==> config.mk <==
export PLATFORM = sky130hd
export DESIGN_NAME = matrix_sqrt_function
export DESIGN_NICKNAME = d
export VERILOG_FILES = /design/src/sqrt_pkg.sv /design/src/sqrt_lane_if.sv /design/src/scalar_sqrt_unit.sv /design/src/matrix_sqrt_dispatcher.sv /design/src/matrix_sqrt_collector.sv /design/src/matrix_sqrt_function.sv
export VERILOG_INCLUDE_DIRS = /design/src
export SDC_FILE = /design/constraint.sdc
export NUM_CORES = 1
export LEC_CHECK = 0
export BUFFER_PORTS_ARGS = -buffer_cell sky130_fd_sc_hd__buf_2
export CAP_MARGIN = 20
export CORE_MARGIN = 1
export CORE_UTILIZATION = 40
export CTS_BUF_LIST = sky130_fd_sc_hd__clkbuf_4
export CTS_CLUSTER_SIZE = 10
export DETAILED_ROUTE_END_ITERATION = 10
export SLEW_MARGIN = 20
export SYNTH_ARGS = -nofsm -noshare
export SYNTH_HDL_FRONTEND = slang
export SYNTH_SLANG_ARGS = --single-unit
==> constraint.sdc <==
create_clock -name CLK -period 2.5 [get_ports CLK]
set_clock_uncertainty 0.2 [all_clocks]
set_input_delay 0 -clock CLK [delete_from_list [all_inputs] [get_ports CLK]]
set_output_delay 0 -clock CLK [all_outputs]
set_load 0.01 [all_outputs]
==> src/sqrt_config.svh <==
// Build-time sizes for the matrix square-root accelerator
// Include wherever a width or the lane count is needed
// Types built on these widths are in the shared package

`ifndef SQRT_CONFIG_SVH
`define SQRT_CONFIG_SVH

// Even element width so the root is exactly half
`define SQRT_DATA_SIZE 32

// Row and column index and size width
`define SQRT_CONTROL_SIZE 8

// At least two parallel scalar lanes
`define SQRT_LANES 4

`endif

==> src/sqrt_pkg.sv <==
// Shared types and constants for the matrix square-root accelerator
// Import inside module bodies, use scoped names in port lists

`default_nettype none

`include "sqrt_config.svh"

package sqrt_pkg;

  // Iteration cycles per root, one result bit per cycle
  localparam int SQRT_LATENCY = `SQRT_DATA_SIZE / 2;

  typedef logic [`SQRT_DATA_SIZE-1:0]    data_t;
  typedef logic [`SQRT_DATA_SIZE/2-1:0]  root_t;
  typedef logic [`SQRT_CONTROL_SIZE-1:0] index_t;
  typedef logic [$clog2(`SQRT_LANES)-1:0] lane_t;

  // Position flags riding along with each element
  typedef struct packed {
    logic row_first;
    logic matrix_last;
  } elem_tag_t;

endpackage

`default_nettype wire

==> src/sqrt_lane_if.sv <==
// Issue and completion signals of one scalar square-root lane
// Dispatcher issues, lane computes, collector drains the result

`timescale 1ns/1ps
`default_nettype none

interface sqrt_lane_if;
  import sqrt_pkg::*;

  // Issue side driven by the dispatcher
  logic      issue;
  data_t     operand;
  elem_tag_t issue_tag;

  // Completion side driven by the lane
  logic      busy;
  logic      done;
  root_t     root;
  elem_tag_t done_tag;

  // Issue only while busy is low
  modport dispatcher (output issue, operand, issue_tag, input busy);

  modport lane (
    input  issue, operand, issue_tag,
    output busy, done, root, done_tag
  );

  // Collector only watches the completion side
  modport collector (input done, root, done_tag);

endinterface

`default_nettype wire

==> src/scalar_sqrt_unit.sv <==
// Fixed-latency integer square root of one unsigned element
// Restoring digit-by-digit method, two operand bits per cycle
// done pulses SQRT_LATENCY+1 cycles after issue, tag returned with root

`timescale 1ns/1ps
`default_nettype none

module scalar_sqrt_unit (
  input wire        CLK,
  input wire        RST,
  sqrt_lane_if.lane lane
);
  import sqrt_pkg::*;

  localparam int CNT_W  = $clog2(SQRT_LATENCY + 1);
  localparam int REM_W  = SQRT_LATENCY + 2;
  localparam int ROOT_W = $bits(root_t);
  localparam int DATA_W = $bits(data_t);

  ////////////////////////////////////////
  // Iteration state
  ////////////////////////////////////////

  logic             busy_q;
  logic             done_q;
  logic [CNT_W-1:0] count_q;

  // Payload loaded at issue
  logic [REM_W-1:0] rem_q;
  root_t            root_q;
  data_t            op_q;
  elem_tag_t        tag_q;

  logic [REM_W-1:0] rem_shift;
  logic [REM_W-1:0] trial;
  logic             fits;

  // Bring down next two operand bits, try root*4+1
  always_comb begin
    rem_shift = {rem_q[REM_W-3:0], op_q[DATA_W-1 -: 2]};
    trial     = {root_q, 2'b01};
    fits      = (rem_shift >= trial);
  end

  // Control holds busy from issue until the last iteration
  always_ff @(posedge CLK or posedge RST) begin
    if (RST) begin
      busy_q  <= 1'b0;
      done_q  <= 1'b0;
      count_q <= '0;
    end else begin
      done_q <= 1'b0;
      if (lane.issue) begin
        busy_q  <= 1'b1;
        count_q <= CNT_W'(SQRT_LATENCY);
      end else if (busy_q) begin
        count_q <= count_q - 1'b1;
        // Final step lands now, done shows next cycle
        if (count_q == CNT_W'(1)) begin
          busy_q <= 1'b0;
          done_q <= 1'b1;
        end
      end
    end
  end

  // Datapath
  always_ff @(posedge CLK) begin
    if (lane.issue) begin
      rem_q  <= '0;
      root_q <= '0;
      op_q   <= lane.operand;
      tag_q  <= lane.issue_tag;
    end else if (busy_q) begin
      op_q   <= op_q << 2;
      rem_q  <= fits ? (rem_shift - trial) : rem_shift;
      root_q <= {root_q[ROOT_W-2:0], fits};
    end
  end

  assign lane.busy     = busy_q;
  assign lane.done     = done_q;
  assign lane.root     = root_q;
  assign lane.done_tag = tag_q;

  // Dispatcher must respect busy
  issue_when_idle: assert property (@(posedge CLK) disable iff (RST)
    lane.issue |-> !busy_q);

  // Fixed latency the collector ordering relies on
  done_latency: assert property (@(posedge CLK) disable iff (RST)
    lane.issue |-> ##(SQRT_LATENCY + 1) done_q);

endmodule

`default_nettype wire

==> src/matrix_sqrt_dispatcher.sv <==
// Matrix sequencer on the input side of the square-root accelerator
// Counts rows and columns, tags each element, issues round-robin to lanes
// DATA_IN_READY paces the source, next START waits for matrix_done

`timescale 1ns/1ps
`default_nettype none

`include "sqrt_config.svh"

module matrix_sqrt_dispatcher (
  input  wire                 CLK,
  input  wire                 RST,
  input  wire                 START,
  input  wire sqrt_pkg::index_t SIZE_I_IN,
  input  wire sqrt_pkg::index_t SIZE_J_IN,
  input  wire                 DATA_IN_I_ENABLE,
  input  wire                 DATA_IN_J_ENABLE,
  input  wire sqrt_pkg::data_t  DATA_IN,
  output logic                DATA_IN_READY,
  sqrt_lane_if.dispatcher     lanes [`SQRT_LANES],
  input  wire                 matrix_done
);
  import sqrt_pkg::*;

  typedef enum logic [1:0] {st_idle, st_stream, st_drain} state_t;

  state_t state_q;
  index_t size_i_q;
  index_t size_j_q;
  index_t row_q;
  index_t col_q;
  lane_t  rr_ptr_q;

  // Issue register holding one element on its way to a lane
  logic      issue_q;
  lane_t     issue_lane_q;
  data_t     operand_q;
  elem_tag_t tag_q;

  logic [`SQRT_LANES-1:0] lane_busy;
  logic accept;
  logic row_last;
  logic col_last;

  ////////////////////////////////////////
  // Pacing
  ////////////////////////////////////////

  // Next lane in rotation must be free
  assign DATA_IN_READY = (state_q == st_stream) && !lane_busy[rr_ptr_q];
  assign accept        = (DATA_IN_I_ENABLE || DATA_IN_J_ENABLE) && DATA_IN_READY;
  assign row_last      = (row_q == size_i_q - index_t'(1));
  assign col_last      = (col_q == size_j_q - index_t'(1));

  ////////////////////////////////////////
  // FSM and counters
  ////////////////////////////////////////

  always_ff @(posedge CLK or posedge RST) begin
    if (RST) begin
      state_q      <= st_idle;
      size_i_q     <= '0;
      size_j_q     <= '0;
      row_q        <= '0;
      col_q        <= '0;
      rr_ptr_q     <= '0;
      issue_q      <= 1'b0;
      issue_lane_q <= '0;
    end else begin
      issue_q <= 1'b0;
      case (state_q)
        st_idle: begin
          if (START) begin
            size_i_q <= SIZE_I_IN;
            size_j_q <= SIZE_J_IN;
            row_q    <= '0;
            col_q    <= '0;
            state_q  <= st_stream;
          end
        end
        st_stream: begin
          if (accept) begin
            issue_q      <= 1'b1;
            issue_lane_q <= rr_ptr_q;
            rr_ptr_q     <= (rr_ptr_q == lane_t'(`SQRT_LANES - 1)) ? '0 : rr_ptr_q + 1'b1;
            // Row-major stepping
            if (col_last) begin
              col_q <= '0;
              row_q <= row_q + 1'b1;
              if (row_last) begin
                state_q <= st_drain;
              end
            end else begin
              col_q <= col_q + 1'b1;
            end
          end
        end
        st_drain: begin
          // Hold off START until READY leaves the collector
          if (matrix_done) begin
            state_q <= st_idle;
          end
        end
        default: state_q <= st_idle;
      endcase
    end
  end

  // Element payload and its tag
  always_ff @(posedge CLK) begin
    if (accept) begin
      operand_q         <= DATA_IN;
      tag_q.row_first   <= (col_q == '0);
      tag_q.matrix_last <= row_last && col_last;
    end
  end

  ////////////////////////////////////////
  // Lane fan-out
  ////////////////////////////////////////

  for (genvar g = 0; g < `SQRT_LANES; g++) begin : g_issue
    assign lanes[g].issue     = issue_q && (issue_lane_q == lane_t'(g));
    assign lanes[g].operand   = operand_q;
    assign lanes[g].issue_tag = tag_q;
    assign lane_busy[g]       = lanes[g].busy;
  end

  // Source must wait for DATA_IN_READY
  enable_when_ready: assert property (@(posedge CLK) disable iff (RST)
    (DATA_IN_I_ENABLE || DATA_IN_J_ENABLE) |-> DATA_IN_READY);

  // I strobe on column 0 only, J strobe elsewhere
  strobe_matches_col: assert property (@(posedge CLK) disable iff (RST)
    accept |-> (DATA_IN_I_ENABLE == (col_q == '0)) && (DATA_IN_J_ENABLE != (col_q == '0)));

endmodule

`default_nettype wire

==> src/matrix_sqrt_collector.sv <==
// Output side of the matrix square-root accelerator
// Drains lane results in issue order onto DATA_OUT and the strobes
// READY comes with the result tagged as the last of the matrix

`timescale 1ns/1ps
`default_nettype none

`include "sqrt_config.svh"

module matrix_sqrt_collector (
  input  wire              CLK,
  input  wire              RST,
  sqrt_lane_if.collector   lanes [`SQRT_LANES],
  output sqrt_pkg::root_t  DATA_OUT,
  output logic             DATA_OUT_I_ENABLE,
  output logic             DATA_OUT_J_ENABLE,
  output logic             READY
);
  import sqrt_pkg::*;

  ////////////////////////////////////////
  // Lane gather
  ////////////////////////////////////////

  logic [`SQRT_LANES-1:0] lane_done;
  root_t                  lane_root [`SQRT_LANES];
  elem_tag_t              lane_tag  [`SQRT_LANES];

  for (genvar g = 0; g < `SQRT_LANES; g++) begin : g_gather
    assign lane_done[g] = lanes[g].done;
    assign lane_root[g] = lanes[g].root;
    assign lane_tag[g]  = lanes[g].done_tag;
  end

  // Drain pointer follows the dispatcher rotation
  lane_t                  rd_ptr_q;
  logic                   take;
  elem_tag_t              sel_tag;
  logic [`SQRT_LANES-1:0] expect_mask;

  assign take        = lane_done[rd_ptr_q];
  assign sel_tag     = lane_tag[rd_ptr_q];
  assign expect_mask = `SQRT_LANES'(1) << rd_ptr_q;

  ////////////////////////////////////////
  // Output register
  ////////////////////////////////////////

  always_ff @(posedge CLK or posedge RST) begin
    if (RST) begin
      rd_ptr_q          <= '0;
      DATA_OUT          <= '0;
      DATA_OUT_I_ENABLE <= 1'b0;
      DATA_OUT_J_ENABLE <= 1'b0;
      READY             <= 1'b0;
    end else begin
      // Strobes are single-cycle
      DATA_OUT_I_ENABLE <= 1'b0;
      DATA_OUT_J_ENABLE <= 1'b0;
      READY             <= 1'b0;
      if (take) begin
        DATA_OUT          <= lane_root[rd_ptr_q];
        DATA_OUT_J_ENABLE <= 1'b1;
        DATA_OUT_I_ENABLE <= sel_tag.row_first;
        READY             <= sel_tag.matrix_last;
        rd_ptr_q          <= (rd_ptr_q == lane_t'(`SQRT_LANES - 1)) ? '0 : rd_ptr_q + 1'b1;
      end
    end
  end

  // Fixed lane latency keeps completions in issue order
  in_order_done: assert property (@(posedge CLK) disable iff (RST)
    (lane_done & ~expect_mask) == '0);

endmodule

`default_nettype wire

==> src/matrix_sqrt_function.sv <==
// Top level of the streaming matrix square-root accelerator
// Dispatcher feeds a ring of scalar lanes, collector restores order
// Plain ports outside, one lane interface per lane inside

`timescale 1ns/1ps
`default_nettype none

`include "sqrt_config.svh"

module matrix_sqrt_function (
  input  wire                   CLK,
  input  wire                   RST,
  input  wire                   START,
  input  wire sqrt_pkg::index_t SIZE_I_IN,
  input  wire sqrt_pkg::index_t SIZE_J_IN,
  input  wire                   DATA_IN_I_ENABLE,
  input  wire                   DATA_IN_J_ENABLE,
  input  wire sqrt_pkg::data_t  DATA_IN,
  output logic                  DATA_IN_READY,
  output logic                  DATA_OUT_I_ENABLE,
  output logic                  DATA_OUT_J_ENABLE,
  output sqrt_pkg::root_t       DATA_OUT,
  output logic                  READY
);

  sqrt_lane_if lane_bus [`SQRT_LANES] ();

  // READY loops back so the next START waits for the drain
  matrix_sqrt_dispatcher matrix_sqrt_dispatcher_inst (
    .CLK, .RST, .START, .SIZE_I_IN, .SIZE_J_IN,
    .DATA_IN_I_ENABLE, .DATA_IN_J_ENABLE, .DATA_IN, .DATA_IN_READY,
    .lanes(lane_bus), .matrix_done(READY)
  );

  // Scalar lanes
  for (genvar g = 0; g < `SQRT_LANES; g++) begin : g_lane
    scalar_sqrt_unit scalar_sqrt_unit_inst (.CLK, .RST, .lane(lane_bus[g]));
  end

  matrix_sqrt_collector matrix_sqrt_collector_inst (
    .CLK, .RST, .lanes(lane_bus),
    .DATA_OUT, .DATA_OUT_I_ENABLE, .DATA_OUT_J_ENABLE, .READY
  );

endmodule

`default_nettype wire

After elaboration in Yosys (flattened, before gate mapping)
Index checks and enable logic that the tools add are counted.
{"block": "word_totals", "out_inout_bits": 20, "reg_bits": 386, "in_bits": 53}
{"block": "op_classes", "muxes": 74, "reduce_logical": 22, "n_bitwise": 1, "n_lt_le_gt_ge": 7, "n_addsub": 14, "n_eq_ne": 18}
{"op": "$mux W32", "n": 8}
{"op": "$mux W16", "n": 6}
{"op": "$ge A18 B18 Y1", "n": 4}
{"op": "$sub A16 B16 Y16", "n": 4}
{"op": "$mux W5", "n": 8}
{"op": "$mux W8", "n": 5}
{"op": "$bmux W16 S2", "n": 1}
{"op": "$pmux W8 S2", "n": 2}
{"op": "$mux W1", "n": 31}
{"op": "$eq A5 B1 Y1 const B", "n": 4}
{"op": "$sub A5 B1 Y5 const B", "n": 4}
{"op": "$mux W2", "n": 9}
{"op": "$add A8 B1 Y8 const B", "n": 2}
{"op": "$eq A8 B8 Y1", "n": 2}
{"op": "$sub A8 B1 Y8 const B", "n": 2}
{"op": "$eq A2 B2 Y1 const B", "n": 5}
{"op": "$reduce_bool A2 Y1", "n": 5}
{"op": "$logic_not A8 Y1", "n": 1}
{"op": "$ne A2 B1 Y1 const B", "n": 4}
{"op": "$logic_and A1 B1 Y1", "n": 7}
{"op": "$lt A2 B3 Y1 const B", "n": 2}
{"op": "$pmux W2 S3", "n": 1}
{"op": "$reduce_and A5 Y1", "n": 1}
{"op": "$add A2 B1 Y2 const B", "n": 2}
{"op": "other kinds (12)", "n": 16}

Longest topological paths before layout
Gate-level depths: netlist (run 1).
{"block": "depth", "word_depth": 7, "depth_mapped": 13, "mapped_depth_nobuf": 11}

By module
From an unflattened synthesis (run 1), not the netlist that was laid out.
{"block": "hier_totals", "cells_unflattened": 1910, "area_unflattened_um2": 21064.0}
{"module": "scalar_sqrt_unit", "instances": 4, "seq_area_each_um2": 1836.8, "area_each_um2": 3873.7, "cells_per_inst": 355}
{"module": "matrix_sqrt_dispatcher", "instances": 1, "seq_area_each_um2": 1996.9, "area_each_um2": 4241.6, "cells_per_inst": 418}
{"module": "matrix_sqrt_collector", "instances": 1, "seq_area_each_um2": 525.5, "area_each_um2": 1327.5, "cells_per_inst": 72}

Least setup slack after synthesis (run 1)
No wires, ideal clock.
{"block": "synth_timing", "path_type": "reg2reg", "from": "reg g_lane[2].scalar_sqrt_unit_inst.root_q[0]", "to": "reg g_lane[2].scalar_sqrt_unit_inst.rem_q[10]", "setup_ps": 132, "arrival_time_ps": 2432, "synth_period_minus_slack_ps": 2765, "path_slack_ps": -265, "path_stages_with_launch": 14, "n_path_buf": 2, "cell_sequence": "dfxtp_1 > inv_1 > ha_1 > nor2b_1 > o31a_1 > o31a_1 > o21ai_1 > nand2b_1 > a211oi_1 > o31ai_1 > buf_4 > buf_2 > mux2i_1 > a21oi_1"}
{"block": "synth_between", "elab_chain_cells": 2}
{"item": "from (decl)", "line_no": "scalar_sqrt_unit.sv:30", "source": "root_t root_q;"}
{"item": "from (signal assigned)", "line_no": "scalar_sqrt_unit.sv:77", "source": "root_q <= {root_q[ROOT_W-2:0], fits};"}
{"item": "$sub A16 B16 Y16 or $ge A18 B18 Y1 (tied branches)", "line_no": "scalar_sqrt_unit.sv:76, scalar_sqrt_unit.sv:42"}
{"item": "$mux W16 *", "line_no": "scalar_sqrt_unit.sv:76", "source": "rem_q <= fits ? (rem_shift - trial) : rem_shift;"}
{"item": "to (signal assigned)", "line_no": "scalar_sqrt_unit.sv:76"}
{"item": "to (decl)", "line_no": "scalar_sqrt_unit.sv:29", "source": "logic [REM_W-1:0] rem_q;"}
Mark *: on every way between the ends. The rest lies on a longest branch, timed or not.
A chain may end at the register's enable or synchronous reset.

Worst setup path in the final report (run 1)
{"block": "layout_timing", "from": "reg g_lane[2].scalar_sqrt_unit_inst.op_q[31]", "to": "reg g_lane[2].scalar_sqrt_unit_inst.rem_q[1]"}
{"block": "layout_between", "elab_chain_cells": 2}
{"item": "from (decl)", "line_no": "scalar_sqrt_unit.sv:31", "source": "data_t op_q;"}
{"item": "from (signal assigned)", "line_no": "scalar_sqrt_unit.sv:72", "source": "op_q <= lane.operand;"}
{"item": "from (signal assigned)", "line_no": "scalar_sqrt_unit.sv:75", "source": "op_q <= op_q << 2;"}
{"item": "$sub A16 B16 Y16 or $ge A18 B18 Y1 (tied branches)", "line_no": "scalar_sqrt_unit.sv:76, scalar_sqrt_unit.sv:42"}
{"item": "$mux W16 *", "line_no": "scalar_sqrt_unit.sv:76"}
Marked as above.

==> flow_summary.json, run 1 <==
{
  "status": "finished, violations left",
  "violations": "setup timing",
  "drt_iter0_drc": 843,
  "finish.utilization_pct": 55.33,
  "worstSetupPathType": "register to register",
  "cp_max_fo": 5,
  "required_ps": 3060,
  "clock_path_buffers": 3,
  "cp-end-kind": "register",
  "fin_crit_sh_pct": 110.5,
  "dp_cells": 2812,
  "grt-ovfl-total": 0,
  "core_area_um2": 47850,
  "yosys_most_used_dff": "edfxtp_1",
  "clk_latency_ps": 890,
  "synth_seq_cells": 386,
  "area_growth_pct": 35.97,
  "htreeDepth": 3,
  "synth_cell_types": 78,
  "clkTransAtPathRegs_ps": 70,
  "dr.pass1.iters": 6,
  "ys_top_cells_by_area": "edfxtp_1 26%, dfxtp_1 13%, dfrtp_1 11%",
  "tightest_slew_ps": 791.1,
  "max-slew-margin-rel_pct": 47.26,
  "grt_max_degree": 67,
  "arrival_ps": 3330,
  "gp_congestion": 0.8811,
  "wl_per_cell_um": 16.02,
  "seq_area_um2": 9892,
  "num-nets-final": 2599,
  "antenna_found_initial": 3,
  "multi_input_area_um2": 9933,
  "yosysWarnings": 0,
  "maxCapViolCount": 0,
  "hold_viol_final": 0,
  "dieArea_um2": 49560,
  "grtUsageTotal_pct": 20.73,
  "die_y_um": 222.6,
  "cts_made_buffers": 106,
  "worst_slack_ps": -263.0,
  "synth_cells": 1952,
  "grt_pass1_vias": 16500,
  "synth-edff-count": 170,
  "critPathLaunchType": "register",
  "synth.net_count": 2092,
  "remaining_drc_errors": 0,
  "post-dp-hpwl_um": 32080,
  "ys_seq_area_share_pct": 50.69,
  "fillers": 4182,
  "rsz0062_at_grt": "yes",
  "io-pin-count": 73,
  "holdCritPathClass": "input pin to asynchronous set/reset pin",
  "cts_tree": "done",
  "synth_area_per_cell_um2": 9.974,
  "ant_nets": 0,
  "wirelength_um": 50590,
  "synth_top_cell_by_area": "edfxtp_1",
  "cts_root_buf": "clkbuf_4",
  "period_needed_ps": 2763,
  "slew_violations": 0,
  "fmax_ghz": 0.3619,
  "final_cells": 3159,
  "netlist_area_um2": 19470,
  "drt-vias-per-instance": 4.995,
  "initial_core_util_pct": 40.69,
  "final_layout_size_suffix_gt1_share_pct": 32.42,
  "setup_viol": 71,
  "clock_sinks": 386,
  "die_w_um": 222.6,
  "vias": 15780,
  "rows": 80,
  "synth_top_area_share_pct": 26.22,
  "port_buffers": 72,
  "grt_pass1_wl_um": 82500,
  "synth-async-reset-ratio_pct": 22.80
}
[cells in the mapped netlist, types with 7 or more instances]
cell type  count
inv_1        107
xor2_1        29
mux4_2        19
ha_1          87
nor4_1         7
dfrtp_1       88
mux2_2        37
edfxtp_1     170
clkbuf_1      68
nand3_1       14
nor3_1        25
dfxtp_1      128
mux2i_1      103
nor2b_1       10
and2_1        11
a21oi_1       93
nand4_1       20
nand2b_1      21
a211oi_1      32
xnor2_1       69
nor2_1       178
o21ai_0       69
nand2_1      421
o21a_1        10
a21o_1        16
[metal layers]
metal | GRT usage [%] | part of all wire, % | up-vias
li1 | - | - | 7817
met1 | 25.71 | 44 | 7524
met2 | 35.68 | 49 | 323
met3 | 4.192 | 4.0 | 115
met4 | 7.319 | 2.7 | 0
met5 | 0 | 0 | -
[cells by family (layout without fill, tap and decap cells)]
kind of cell / Yosys count / after routing / share of synthesized area [%]
adders and majority gates: 87 / 87 / 5.591
AOI/OAI and AO/OA: 275 / 275 / 8.914
other: 0 / 2 / 0
DFF: 386 / 386 / 50.69
buffers and inverters: 195 / 785 / 4.087
and+or+nand+nor: 750 / 750 / 16.53
xor gates and xnor gates: 99 / 99 / 4.492
muxes: 160 / 160 / 9.692
[sequential cells by signal (all words and copies together) (netlist names), 2 cells and up]
register,flops
matrix_sqrt_dispatcher_inst.lanes.operand,32
matrix_sqrt_dispatcher_inst.size_j_q,8
g_lane.scalar_sqrt_unit_inst.lane.busy,4
matrix_sqrt_collector_inst.rd_ptr_q,2
g_lane.scalar_sqrt_unit_inst.lane.done_tag,8
matrix_sqrt_dispatcher_inst.state_q,2
matrix_sqrt_dispatcher_inst.size_i_q,8
matrix_sqrt_collector_inst.DATA_OUT,16
matrix_sqrt_dispatcher_inst.issue_lane_q,2
g_lane.scalar_sqrt_unit_inst.rem_q,64
matrix_sqrt_dispatcher_inst.rr_ptr_q,2
g_lane.scalar_sqrt_unit_inst.lane.root,64
g_lane.scalar_sqrt_unit_inst.count_q,20
matrix_sqrt_dispatcher_inst.row_q,8
matrix_sqrt_dispatcher_inst.lanes.issue_tag,2
g_lane.scalar_sqrt_unit_inst.op_q,128
g_lane.scalar_sqrt_unit_inst.lane.done,4
matrix_sqrt_dispatcher_inst.col_q,8
[placed cells by master (no fill, tap or decap), types with 14 or more instances in the layout]
| cell type | instances |
|---|---|
| nand2_1 | 418 |
| buf_4 | 269 |
| clkbuf_4 | 171 |
| edfxtp_1 | 170 |
| nor2_1 | 152 |
| dfxtp_1 | 115 |
| dlygate4sd3_1 | 111 |
| mux2i_1 | 97 |
| inv_1 | 90 |
| dfrtp_1 | 83 |
| buf_2 | 71 |
| a21oi_1 | 66 |
| xnor2_1 | 65 |
| ha_1 | 64 |
| o21ai_0 | 49 |
| mux2_2 | 34 |
| a21oi_2 | 28 |
| xor2_1 | 28 |
| ha_4 | 23 |
| nand4_1 | 20 |
| mux4_2 | 19 |
| a211oi_1 | 18 |
| inv_2 | 18 |
| nor2_4 | 18 |
| nand2b_1 | 17 |
| nor3_1 | 16 |
| a21o_1 | 16 |
| o21ai_1 | 15 |
| buf_12 | 15 |
| buf_6 | 14 |
[timing repair]
item                                    4_1_cts  5_1_grt
pin swaps                                    80       58
hold buffers                                111        0
hold endpoints to repair                    193        0
gates resized for setup                     118      102
cloned                                        3        1
endpoints found under the setup margin       81       90
buffers inserted                             40       15
[worst max-delay path: stages (launching register included)]
cell,delay (ps)
edfxtp_1,410
inv_2,100
ha_4,140
nor2b_2,40
o31a_1,270
o31a_1,260
o21ai_1,120
nand2b_1,100
a211oi_2,310
o31ai_4,130
buf_12,170
mux2_4,290
a21oi_2,110
[area by class of cell]
| class | instances | area share (%) |
|---|---|---|
| timing repair buffer | 485 | 15.30 |
| multi-input combinational | 1371 | 37.52 |
| tap | 615 | 2.907 |
| clock buffer | 171 | 4.849 |
| antenna | 2 | 0.01891 |
| inverter | 109 | 1.569 |
| sequential | 386 | 37.37 |
| clock inverter | 20 | 0.4585 |
[metrics by stage]
stage	setup WS, ps	hold WS (ps)	area [um^2]	TNS (ps)
floorplan	-78.25	-101.1	19780	-1072
global placement	-504.5	-140.6	22640	-16800
detailed placement	-536.7	-143.1	22640	-19380
CTS	-308.4	3.506	25910	-9923
global route	-428.5	13.14	26470	-19620
finish	-263.0	80.69	26470	-8791
[worst paths after layout]
check	from	end	slack [ps]	cells past startpoint
max	g_lane[2].scalar_sqrt_unit_inst.op_q[31]$_DFFE_PP_	g_lane[2].scalar_sqrt_unit_inst.rem_q[1]$_SDFFE_PP0P_	-260	12
min	RST	g_lane[2].scalar_sqrt_unit_inst.count_q[2]$_DFFE_PP0P_	80	4
max reg2reg	g_lane[2].scalar_sqrt_unit_inst.op_q[31]$_DFFE_PP_	g_lane[2].scalar_sqrt_unit_inst.rem_q[1]$_SDFFE_PP0P_	-260	12
min reg2reg	g_lane[1].scalar_sqrt_unit_inst.rem_q[15]$_SDFFE_PP0P_	g_lane[1].scalar_sqrt_unit_inst.rem_q[15]$_SDFFE_PP0P_	260	2
max in group asynchronous	RST	matrix_sqrt_dispatcher_inst.size_j_q[7]$_DFFE_PP0P_	1250	5
min in group CLK	DATA_IN_I_ENABLE	matrix_sqrt_dispatcher_inst.issue_q$_DFF_PP0_	90	4
Power of run 1 is left out: the tool's default activity adds up to more than one toggle a clock period on the data nets, which glitch-free logic cannot reach.
==> inputs of run 2 (changes only) <==
Settings changed: ABC_AREA from default to 1.
==> run 2 against run 1 <==
The flow now finishes without violations. Sequential share of layout area increased by 3.1 points. Flip-flop and latch count unchanged. Non-clock buffer count decreased by 230. Critical path depth decreased by 4. Global-route usage increased by 0.48 points. Area after synthesis increased by 3.5%. Worst hold slack improved by 8.4 ps. Count of clock-buffer cells in the layout decreased by 11. Fmax increased by 15%.
==> flow_summary.json, run 2 <==
{
  "status": "completed",
  "grt_pass1_wl_um": 86840,
  "wl_per_cell_um": 15.13,
  "regMostFlops": "g_lane.scalar_sqrt_unit_inst.op_q",
  "fin_crit_sh_pct": 96.37,
  "drt-vias-per-instance": 4.930,
  "r2r-start": "matrix_sqrt_dispatcher_inst.state_q[1]$_DFFE_PP0P_",
  "wirelength_um": 53050,
  "synth_area_per_cell_um2": 8.125,
  "min-delay-start": "DATA_IN_J_ENABLE",
  "final_layout_size_suffix_gt1_share_pct": 13.23,
  "yosysWarnings": 0,
  "ant_nets": 0,
  "htreeDepth": 3,
  "fmax_ghz": 0.4151,
  "synth_top_cell_by_area": "edfxtp_1",
  "synthTopCellsByCount": "680 x nand2_1, 346 x inv_1, 190 x o21ai_0, 170 x edfxtp_1, 158 x nor2_1",
  "gp_congestion": 0.9278,
  "num-nets-final": 2897,
  "yosysMostFrequentCell": "nand2_1",
  "core_area_um2": 49360,
  "yosys_most_used_dff": "edfxtp_1",
  "grt_pass1_vias": 17050,
  "tightest_slew_ps": 667.7,
  "synth_top_area_share_pct": 25.33,
  "port_buffers": 72,
  "holdCritPathClass": "input pin to register",
  "area_growth_pct": 21.09,
  "startpoint": "DATA_IN_I_ENABLE",
  "p_leak_uw": 0.01204,
  "maxCapViolCount": 0,
  "cts_made_buffers": 106,
  "max-slew-margin-rel_pct": 55.43,
  "critPathLaunchType": "input pin",
  "antenna_found_initial": 1,
  "die_y_um": 226.4,
  "clkTransAtPathRegs_ps": 70,
  "arrival_ps": 2940,
  "hold_viol_final": 0,
  "setup_viol": 0,
  "clk_latency_ps": 860,
  "dr.pass1.iters": 6,
  "initial_core_util_pct": 40.83,
  "io-pin-count": 73,
  "largest_register_ffs": 128,
  "clock_path_buffers": 3,
  "cellPowerDensity_nw_per_um2": 518.8,
  "netlist_area_um2": 20150,
  "cp-end-kind": "register",
  "cts_tree": "done",
  "grt-ovfl-total": 0,
  "period_needed_ps": 2409,
  "finish.utilization_pct": 49.44,
  "post-dp-hpwl_um": 35450,
  "stdcell_area_um2": 24400,
  "final_cells": 3506,
  "synth_cells": 2480,
  "synth_cell_types": 45,
  "synth-async-reset-ratio_pct": 22.80,
  "cts_root_buf": "clkbuf_4",
  "grt_max_degree": 67,
  "synth.net_count": 2620,
  "ys_top_cells_by_area": "edfxtp_1 25%, dfxtp_1 13%, nand2_1 13%",
  "vias": 17290,
  "fillers": 4778,
  "worstSetupPathType": "input pin to register",
  "die_w_um": 226.4,
  "cp_max_fo": 6,
  "rows": 81,
  "clock_sinks": 386,
  "dieArea_um2": 51280,
  "drt_iter0_drc": 1180,
  "layout_common_cells": "676 x nand2_1, 342 x inv_1, 189 x o21ai_0",
  "layout_commonest_cell": "nand2_1",
  "synth-edff-count": 170,
  "remaining_drc_errors": 0,
  "grtUsageTotal_pct": 21.22,
  "place_area_um2": 21560,
  "dp_cells": 3185,
  "synth_seq_cells": 386,
  "required_ps": 3030,
  "slew_violations": 0,
  "ir_worst_vdd_v": 0.0005292,
  "ys_seq_area_share_pct": 48.98
}
==> run 2: kinds of logic (layout without fill, tap and decap cells) <==
family | count (synthesis) | in the layout | synth area share (%)
multiplexers | 8 | 8 | 0.4471
adder cells (fa/ha/maj) | 87 | 87 | 5.402
AND/OR/NAND/NOR | 1098 | 1098 | 23.13
buffers and inverters | 444 | 805 | 8.575
XOR/XNOR | 52 | 52 | 2.260
other | 0 | 1 | 0
AO/OA/AOI/OAI | 405 | 405 | 11.21
flip-flops | 386 | 386 | 48.98
==> run 2: what timing repair did <==
action | 4_1_cts | 5_1_grt
hold buffers | 125 | 0
gates resized for setup | 0 | 31
hold endpoints to repair | 193 | 0
buffers inserted | 0 | 4
setup endpoints to repair | 0 | 59
==> run 2: stage by stage <==
| step | setup TNS, ps | setup WS (ps) | hold WS [ps] | total power, uW |
|---|---|---|---|---|
| final | 0 | 90.66 | 89.07 | 12660 |
| after global routing | -1.544 | -1.544 | 106.4 | 13220 |
| after CTS | 0 | 15.81 | 32.06 | 12850 |
| after detailed placement | 0 | 151.2 | -83.77 | 6769 |
| after global placement | 0 | 69.78 | -89.53 | 6768 |
| after floorplan | 0 | 21.45 | -101.1 | 6713 |
==> run 2: final timing paths <==
path | to | cells past startpoint | slack [ps]
max | matrix_sqrt_dispatcher_inst.issue_lane_q[1]$_DFFE_PP0P_ | 8 | 90
min | matrix_sqrt_dispatcher_inst.issue_q$_DFF_PP0_ | 5 | 90
max reg2reg | matrix_sqrt_dispatcher_inst.size_i_q[2]$_DFFE_PP0P_ | 7 | 120
min reg2reg | g_lane[3].scalar_sqrt_unit_inst.rem_q[14]$_SDFFE_PP0P_ | 2 | 260
max in group asynchronous | matrix_sqrt_collector_inst.DATA_OUT_J_ENABLE$_DFF_PP0_ | 5 | 1190
min in group asynchronous | matrix_sqrt_dispatcher_inst.size_i_q[2]$_DFFE_PP0P_ | 4 | 140
==> run 2: where the power goes <==
group	switching, uW	internal (uW)	total, uW
Clock	2770	3130	5900
Sequential	0	6560	6560
Combinational	67.0	137	204
Total	2830	9820	12700
==> run 2: layout make-up <==
class / count / area [um^2] / area share, %
antenna: 1 / 2.502 / 0.01026
clock buffer: 160 / 1201 / 4.923
clock inverter: 32 / 196.4 / 0.8051
inverter: 358 / 1345 / 5.513
multi-input combinational: 1650 / 8718 / 35.73
sequential: 386 / 9872 / 40.46
tap: 664 / 830.8 / 3.405
timing repair buffer: 255 / 2233 / 9.153
==> run 2: routing by layer <==
metal  vias up  routed length [um]  global-route usage (%)
met4         0                1063                   7.171
met1      8088               24620                   27.54
li1       8761                   -                       -
met2       355               25100                   35.12
met5         -                   0                       0
met3        82                2260                   4.315
==> run 2: critical path, cell delays in order <==
cell	delay [ps]
dlygate4sd3_1	530
buf_2	120
dlygate4sd3_1	540
or2_2	280
dlygate4sd3_1	580
nand2_2	170
dlygate4sd3_1	620
o21ai_0	90
(Power assumes the default switching activity.)
